==> src/switch_defines.svh <==
`ifndef SWITCH_DEFINES_SVH
`define SWITCH_DEFINES_SVH

// number of switch ports, 2, 4 or 8
`define SWITCH_PORTS 4

// one flit word, header fields plus zero padding
`define SWITCH_FLIT_W 16

// longest burst a source may draw
`define SWITCH_MAX_BURST 10

`define SWITCH_LFSR_W 8

`endif

==> src/switch_pkg.sv <==
`include "switch_defines.svh"

package switch_pkg;

    localparam int PORT_W = (`SWITCH_PORTS > 1) ? $clog2(`SWITCH_PORTS) : 1;

    typedef logic [PORT_W-1:0] port_idx_t;

    typedef logic [3:0] burst_len_t;   // holds 0 up to the burst limit

    localparam int PAD_W = `SWITCH_FLIT_W - 2 * PORT_W - $bits(burst_len_t);

    // header layout, seq sits in the low bits
    typedef struct packed {
        logic [PAD_W-1:0] pad;
        port_idx_t        src;
        port_idx_t        dst;
        burst_len_t       seq;
    } flit_fields_t;

    // the arbiter only moves raw words, the sources fill in fields
    typedef union packed {
        logic [`SWITCH_FLIT_W-1:0] raw;
        flit_fields_t              fields;
    } flit_u;

endpackage

==> src/start_sequencer.sv <==
`timescale 1ns/1ps
`include "switch_defines.svh"

module start_sequencer (
    input  logic                     clk,
    input  logic                     rst_n,
    input  logic                     cmd_valid,
    input  logic [`SWITCH_PORTS-1:0] cmd_mask,
    input  logic [`SWITCH_PORTS-1:0] busy,
    input  logic [`SWITCH_PORTS-1:0] done,
    output logic [`SWITCH_PORTS-1:0] start,
    output logic                     all_done
);

    localparam int N = `SWITCH_PORTS;

    logic [N-1:0] pending;      // requested but not yet started
    logic [N-1:0] waiting;      // commanded and no done seen since
    logic [N-1:0] new_req;
    logic         commanded;

    assign new_req = cmd_valid ? cmd_mask : '0;

    // a request for a running source stays here until that source goes idle
    assign start = pending & ~busy;

    // **************************************************
    // request bookkeeping
    // **************************************************

    always_ff @(posedge clk or negedge rst_n) begin
        if (!rst_n) begin
            pending   <= '0;
            waiting   <= '0;
            commanded <= 1'b0;
        end else begin
            pending <= (pending & ~start) | new_req;
            // a done while a further request is still pending ends nothing
            waiting <= (waiting & ~(done & ~pending)) | new_req;   // a new command wins over done
            if (cmd_valid) begin
                commanded <= 1'b1;
            end
        end
    end

    // waiting adds one cycle after the last done so the final
    // registered output flit is out before all_done rises
    assign all_done = commanded && !(|pending) && !(|busy) && !(|waiting);

endmodule

==> src/burst_source.sv <==
`timescale 1ns/1ps
`include "switch_defines.svh"

module burst_source #(
    parameter int src_id = 0
) (
    input  logic              clk,
    input  logic              rst_n,
    input  logic              start,
    input  logic              stall,
    output logic              valid,
    output logic              busy,
    output logic              done,
    output switch_pkg::flit_u flit
);
    import switch_pkg::*;

    localparam int LW = `SWITCH_LFSR_W;
    localparam logic [LW-1:0] SEED = LW'(src_id * 37 + 1);

    localparam logic [1:0] IDLE = 2'd0;
    localparam logic [1:0] RUN  = 2'd1;
    localparam logic [1:0] DONE = 2'd2;

    logic [1:0]    state;
    logic [1:0]    state_n;
    logic [LW-1:0] lfsr;
    logic [LW-1:0] lfsr_next;
    logic [3:0]    draw;
    burst_len_t    draw_len;
    burst_len_t    remain;        // flits still to send, current one included
    burst_len_t    seq;
    port_idx_t     dst;
    logic          load;
    logic          step;

    // a start is also taken in DONE so back-to-back bursts lose no cycle
    assign load = start && (state != RUN);
    assign step = (state == RUN) && !stall;

    // x^8 + x^6 + x^5 + x^4 + 1
    assign lfsr_next = {lfsr[LW-2:0], lfsr[LW-1] ^ lfsr[LW-3] ^ lfsr[LW-4] ^ lfsr[LW-5]};

    assign draw     = lfsr[LW-1 -: 4];
    assign draw_len = burst_len_t'(draw % `SWITCH_MAX_BURST + 1);

    // **************************************************
    // burst FSM
    // **************************************************

    always_comb begin
        state_n = state;
        case (state)
            IDLE: begin
                if (start) begin
                    state_n = RUN;
                end
            end
            RUN: begin
                if (step && remain == burst_len_t'(1)) begin
                    state_n = DONE;
                end
            end
            DONE: begin
                state_n = start ? RUN : IDLE;
            end
            default: begin
                state_n = IDLE;
            end
        endcase
    end

    always_ff @(posedge clk or negedge rst_n) begin
        if (!rst_n) begin
            state  <= IDLE;
            lfsr   <= SEED;
            remain <= '0;
        end else begin
            state <= state_n;
            if (load) begin
                lfsr   <= lfsr_next;   // one step per burst
                remain <= draw_len;
            end else if (step) begin
                remain <= remain - 1'b1;
            end
        end
    end

    // destination and sequence only matter while valid is high
    always_ff @(posedge clk) begin
        if (load) begin
            dst <= port_idx_t'(lfsr);
            seq <= '0;
        end else if (step) begin
            seq <= seq + 1'b1;
        end
    end

    assign valid = (state == RUN);
    assign busy  = (state == RUN);
    assign done  = (state == DONE);

    always_comb begin
        flit            = '0;
        flit.fields.src = port_idx_t'(src_id);
        flit.fields.dst = dst;
        flit.fields.seq = seq;
    end

endmodule

==> src/output_arbiter.sv <==
`timescale 1ns/1ps
`include "switch_defines.svh"

module output_arbiter (
    input  logic                     clk,
    input  logic                     rst_n,
    input  logic [`SWITCH_PORTS-1:0] src_valid,
    input  switch_pkg::flit_u        src_flit [`SWITCH_PORTS],
    output logic [`SWITCH_PORTS-1:0] stall,
    output logic [`SWITCH_PORTS-1:0] out_valid,
    output switch_pkg::flit_u        out_flit [`SWITCH_PORTS]
);
    import switch_pkg::*;

    localparam int N = `SWITCH_PORTS;

    logic [N-1:0] req [N];      // req[o][s] means source s asks for output o
    logic [N-1:0] hit;          // output has a winner this cycle
    logic [N-1:0] granted;      // per source
    port_idx_t    ptr [N];
    port_idx_t    win [N];

    always_comb begin
        for (int o = 0; o < N; o++) begin
            for (int s = 0; s < N; s++) begin
                req[o][s] = src_valid[s] && (src_flit[s].fields.dst == port_idx_t'(o));
            end
        end
    end

    // **************************************************
    // round-robin choice per output
    // **************************************************

    always_comb begin
        port_idx_t idx;
        hit     = '0;
        granted = '0;
        for (int o = 0; o < N; o++) begin
            win[o] = ptr[o];
            for (int k = 0; k < N; k++) begin
                idx = port_idx_t'(ptr[o] + k);   // wraps around the port count
                if (!hit[o] && req[o][idx]) begin
                    hit[o] = 1'b1;
                    win[o] = idx;
                end
            end
            if (hit[o]) begin
                granted[win[o]] = 1'b1;
            end
        end
    end

    // a source asks for one output only, so not granted means it lost
    assign stall = src_valid & ~granted;

    always_ff @(posedge clk or negedge rst_n) begin
        if (!rst_n) begin
            out_valid <= '0;
            for (int o = 0; o < N; o++) begin
                ptr[o] <= '0;
            end
        end else begin
            out_valid <= hit;
            for (int o = 0; o < N; o++) begin
                if (hit[o]) begin
                    ptr[o] <= win[o] + 1'b1;   // next search starts past the winner
                end
            end
        end
    end

    always_ff @(posedge clk) begin
        for (int o = 0; o < N; o++) begin
            if (hit[o]) begin
                out_flit[o].raw <= src_flit[win[o]].raw;
            end
        end
    end

endmodule

==> src/switch_top.sv <==
`timescale 1ns/1ps
`include "switch_defines.svh"

module switch_top (
    input  logic                     clk,
    input  logic                     rst_n,
    input  logic                     cmd_valid,
    input  logic [`SWITCH_PORTS-1:0] cmd_mask,
    output logic [`SWITCH_PORTS-1:0] out_valid,
    output switch_pkg::flit_u        out_flit [`SWITCH_PORTS],
    output logic                     all_done
);
    import switch_pkg::*;

    logic [`SWITCH_PORTS-1:0] start;
    logic [`SWITCH_PORTS-1:0] busy;
    logic [`SWITCH_PORTS-1:0] done;
    logic [`SWITCH_PORTS-1:0] src_valid;
    logic [`SWITCH_PORTS-1:0] stall;
    flit_u                    src_flit [`SWITCH_PORTS];

    start_sequencer u_seq (
        .clk       (clk),
        .rst_n     (rst_n),
        .cmd_valid (cmd_valid),
        .cmd_mask  (cmd_mask),
        .busy      (busy),
        .done      (done),
        .start     (start),
        .all_done  (all_done)
    );

    // one source per port, src_id doubles as the LFSR seed selector
    for (genvar i = 0; i < `SWITCH_PORTS; i++) begin : g_src
        burst_source #(
            .src_id (i)
        ) u_src (
            .clk   (clk),
            .rst_n (rst_n),
            .start (start[i]),
            .stall (stall[i]),
            .valid (src_valid[i]),
            .busy  (busy[i]),
            .done  (done[i]),
            .flit  (src_flit[i])
        );
    end

    output_arbiter u_arb (
        .clk       (clk),
        .rst_n     (rst_n),
        .src_valid (src_valid),
        .src_flit  (src_flit),
        .stall     (stall),
        .out_valid (out_valid),
        .out_flit  (out_flit)
    );

endmodule

==> config.mk <==
export PLATFORM = sky130hd
export DESIGN_NAME = switch_top
export DESIGN_NICKNAME = d
export VERILOG_FILES = /design/src/switch_pkg.sv /design/src/start_sequencer.sv /design/src/burst_source.sv /design/src/output_arbiter.sv /design/src/switch_top.sv
export VERILOG_INCLUDE_DIRS = /design/src /design/src/src
export SDC_FILE = /design/constraint.sdc
export NUM_CORES = 1
export LEC_CHECK = 0
export BUFFER_PORTS_ARGS = -buffer_cell sky130_fd_sc_hd__clkbuf_2
export CAP_MARGIN = 20
export CORE_MARGIN = 2
export CORE_UTILIZATION = 62
export DETAILED_ROUTE_END_ITERATION = 6
export GPL_ROUTABILITY_DRIVEN = 0
export MAX_ROUTING_LAYER = met4
export PLACE_DENSITY = 0.88
export SLEW_MARGIN = 10
export SYNTH_ARGS = -nofsm -noshare
export SYNTH_HDL_FRONTEND = slang
export SYNTH_HIERARCHICAL = 1
export SYNTH_SLANG_ARGS = --single-unit
==> constraint.sdc <==
create_clock -name clk -period 4.27 [get_ports clk]
set_input_delay 0.427 -clock clk [delete_from_list [all_inputs] [get_ports clk]]
set_output_delay 0.427 -clock clk [all_outputs]
set_load 0.03 [all_outputs]
==> impl_metrics.ini <==
[status]
status = finished with violations
violations = design-rule violations

[layout]
insertedDiodeCount = 0
area_growth_pct = 10.3
seqCellArea_um2 = 4420
layout.nets = 950
multi_input_area_um2 = 4890
post_route_cells_drive_above_1_share = 0.229
nFillCells = 1089
post-route-util = 0.692

[logic_synthesis]
ys_top_cells_by_area = edfxtp_1, dfrtp_1, mux2i_1, mux4_2, ha_1
syn_area_um2 = 9860
syn_inst = 844
synth_most_common_cell = nand2_1
ys_seq_area_frac = 0.449
synth_area_per_cell_um2 = 11.7
yosys_most_used_dff = edfxtp_1
synth_top_area_frac = 0.219
yosysUniqueCellTypes = 70
ys.warnings.count = 6
synth_top_cell_by_area = edfxtp_1
synth_edf_count = 72
synth-async-reset-ratio = 0.467
synth_seq_cells = 165
synth.cells.most_frequent = nand2_1, mux2i_1, edfxtp_1

[timing]
maxSlewViolCount = 0
max_clock_freq_mhz = 256
maxSlewHeadroom = 0.414
post-route-period-util = 0.916
tns_ps = 0
rsz0062_at_grt = false
fin_skew_ps = 8.29
finalSetupViolations = 0
hold_violations = 0
period_needed_ps = 3910
timing_worst_slew_pin_value_ps = 876

[route]
vias_per_cell = 5.97
vias = 6782
ant_nets = 0
dr.first_iter.drc_count = 494
wl_per_cell_um = 18.6
drt-pass1-iter-count = 7
wirelength_um = 21100
drcViolationCount = 13

[global_route]
grt_pass1_vias = 6645
antenna_found_initial = 0
grtUsageMet2 = 0.443
groute.usage.overall = 0.266
grt_max_degree = 78
grtUsageMet1 = 0.312
gr-total-overflow = 0
grt_pass1_wl_um = 33300
grtUsageMet3 = 0.0521
grt_most_used_layer = met2

[critical_path]
critPathCapture = g_src[3].u_src/remain[3]
timing.rr.start = g_src[3].u_src/state[1]
reg2regPathDepth = 14
critPathArrivalTime_ps = 4260
critPathMaxStageDelay_ps = 570
r2r-end = g_src[3].u_src/remain[3]
cp-start-kind = flip-flop
startpoint = g_src[3].u_src/state[1]
cp_max_fo = 12
cpMostUsedCell = a222oi_1
required_ps = 4620
crit_slowest_cell = a222oi_1
path_class = reg2reg
ff2ff_setup_slack_ps = 360
path_cells = nand2b_4 -> inv_1 -> nor3b_2 -> a21o_1 -> o21ai_0 -> a222oi_1 -> buf_4 -> ha_1 -> a222oi_1 -> and3_1 -> nor3b_4 -> nand2_1 -> xor2_1 -> a22oi_1
end_kind = flip-flop

[clock_tree]
clk_pin_slew_ps = 60
cts_max_path_buffers = 2
clock-sinks = 165
cts_tree = yes
post_cts_buffers = 0
cts_buffers = 17
root_buffer = clkbuf_16
clk_latency_ps = 430
cts_resized = 0
htree_levels = 4

[floorplanning]
dieArea_um2 = 16900
rows = 46
die_width_um = 130
coreArea_um2 = 15700
die_h_um = 130
start_util = 0.627
ios = 76

[placement]
dpl.hpwl_um = 14000
portBuffers = 75

[job]
maxCapViolations = 0

[worst_hold_path]
hold_path_class = in2reg
[worst max-delay path, delay by kind of cell (launching register included)]
family,cells,cell delay [ps]
buf+inv,2,470
simple gates,5,1480
fa+ha+maj,1,150
xor+xnor,1,170
compound gates,5,1110
flops,1,430
[sequential cells by signal, indices dropped and copies added, names as in the netlist]
signal	flops
u_seq/commanded	1
u_seq/pending	4
g_src.u_src/state	8
u_arb/out_flit	64
g_src.u_src/lfsr	32
u_arb/out_valid	4
g_src.u_src/seq	16
g_src.u_src/dst	8
u_seq/waiting	4
u_arb/ptr	8
g_src.u_src/remain	16
[layout by cell type, fill, tap and decap left out, drive strengths merged, types with 3 or more instances in the layout]
cell and count:
nand2 119, mux2i 100, clkbuf 99, edfxtp 72, dfrtp 66, conb 40, inv 40, ha 36
o21ai 33, mux4 32, nor2 24, xnor2 20, buf 19, a21oi 17, xor2 16, dfxtp 16
nand2b 16, and3 13, dfstp 11, nor2b 9, mux2 8, nand3 8, a22o 8, nor3b 8
nand3b 7, nor3 6, a311oi 5, a31oi 5, a222oi 5, nand4 5, a22oi 5, and2b 4
o211ai 4, or3 4, a32oi 4, nor4b 4, or3b 4, o22ai 3, and3b 3, nor4 3
[logic make-up after synthesis]
logic type,count (synthesis),synth area share
muxes,140,0.187
DFF,165,0.449
AOI/OAI and AO/OA,97,0.0665
other,7,0.00267
xor gates and xnor gates,36,0.0320
adders and majority gates,36,0.0457
buffers and inverters,121,0.0744
and+or+nand+nor,242,0.143
[final cells by class]
cell class                      instances  area share
Clock inverter                          7     0.00829
Tap cell                              216      0.0249
Inverter                               38      0.0131
Sequential cell                       165       0.407
Clock buffer                           25      0.0474
Multi-Input combinational cell        591       0.450
Timing Repair Buffer                   94      0.0499
[worst min path at each step]
stage / from / end / slack [ps] / cells past startpoint
floorplan: rst_n / g_src[0].u_src/lfsr[1] / 130 / 0
CTS: rst_n / u_arb/ptr[2] / 200 / 1
global placement: g_src[1].u_src/lfsr[2] / g_src[1].u_src/lfsr[2] / 450 / 2
finish: cmd_mask[0] / u_seq/pending[0] / 250 / 2
global route: cmd_mask[0] / u_seq/pending[0] / 240 / 2
detailed placement: g_src[1].u_src/lfsr[2] / g_src[1].u_src/lfsr[2] / 450 / 2
[stage by stage]
stage               instance area [um2]  hold slack, ps  setup WS (ps)  cells
floorplan                          9980             131            903    877
global placement                  10200             446            622   1102
detailed placement                10200             452            471   1102
CTS                               10800             202            386   1134
global route                      10900             242           8.29   1136
finish                            10900             254            357   1136
[timing repair]
action / CTS / global route
hold endpoints to repair: 0 / 10
hold buffers: 0 / 1
setup endpoints to repair: 0 / 1
[per-layer routing]
layer | vias to the layer above | wire (um)
met5 | - | 0
met4 | 0 | 755
met3 | 91 | 1290
met2 | 305 | 10800
met1 | 3292 | 8260
li1 | 3094 | -
Power is not shown: default switching activity piles up to over one toggle a cycle in this logic, so the estimate is an artifact.
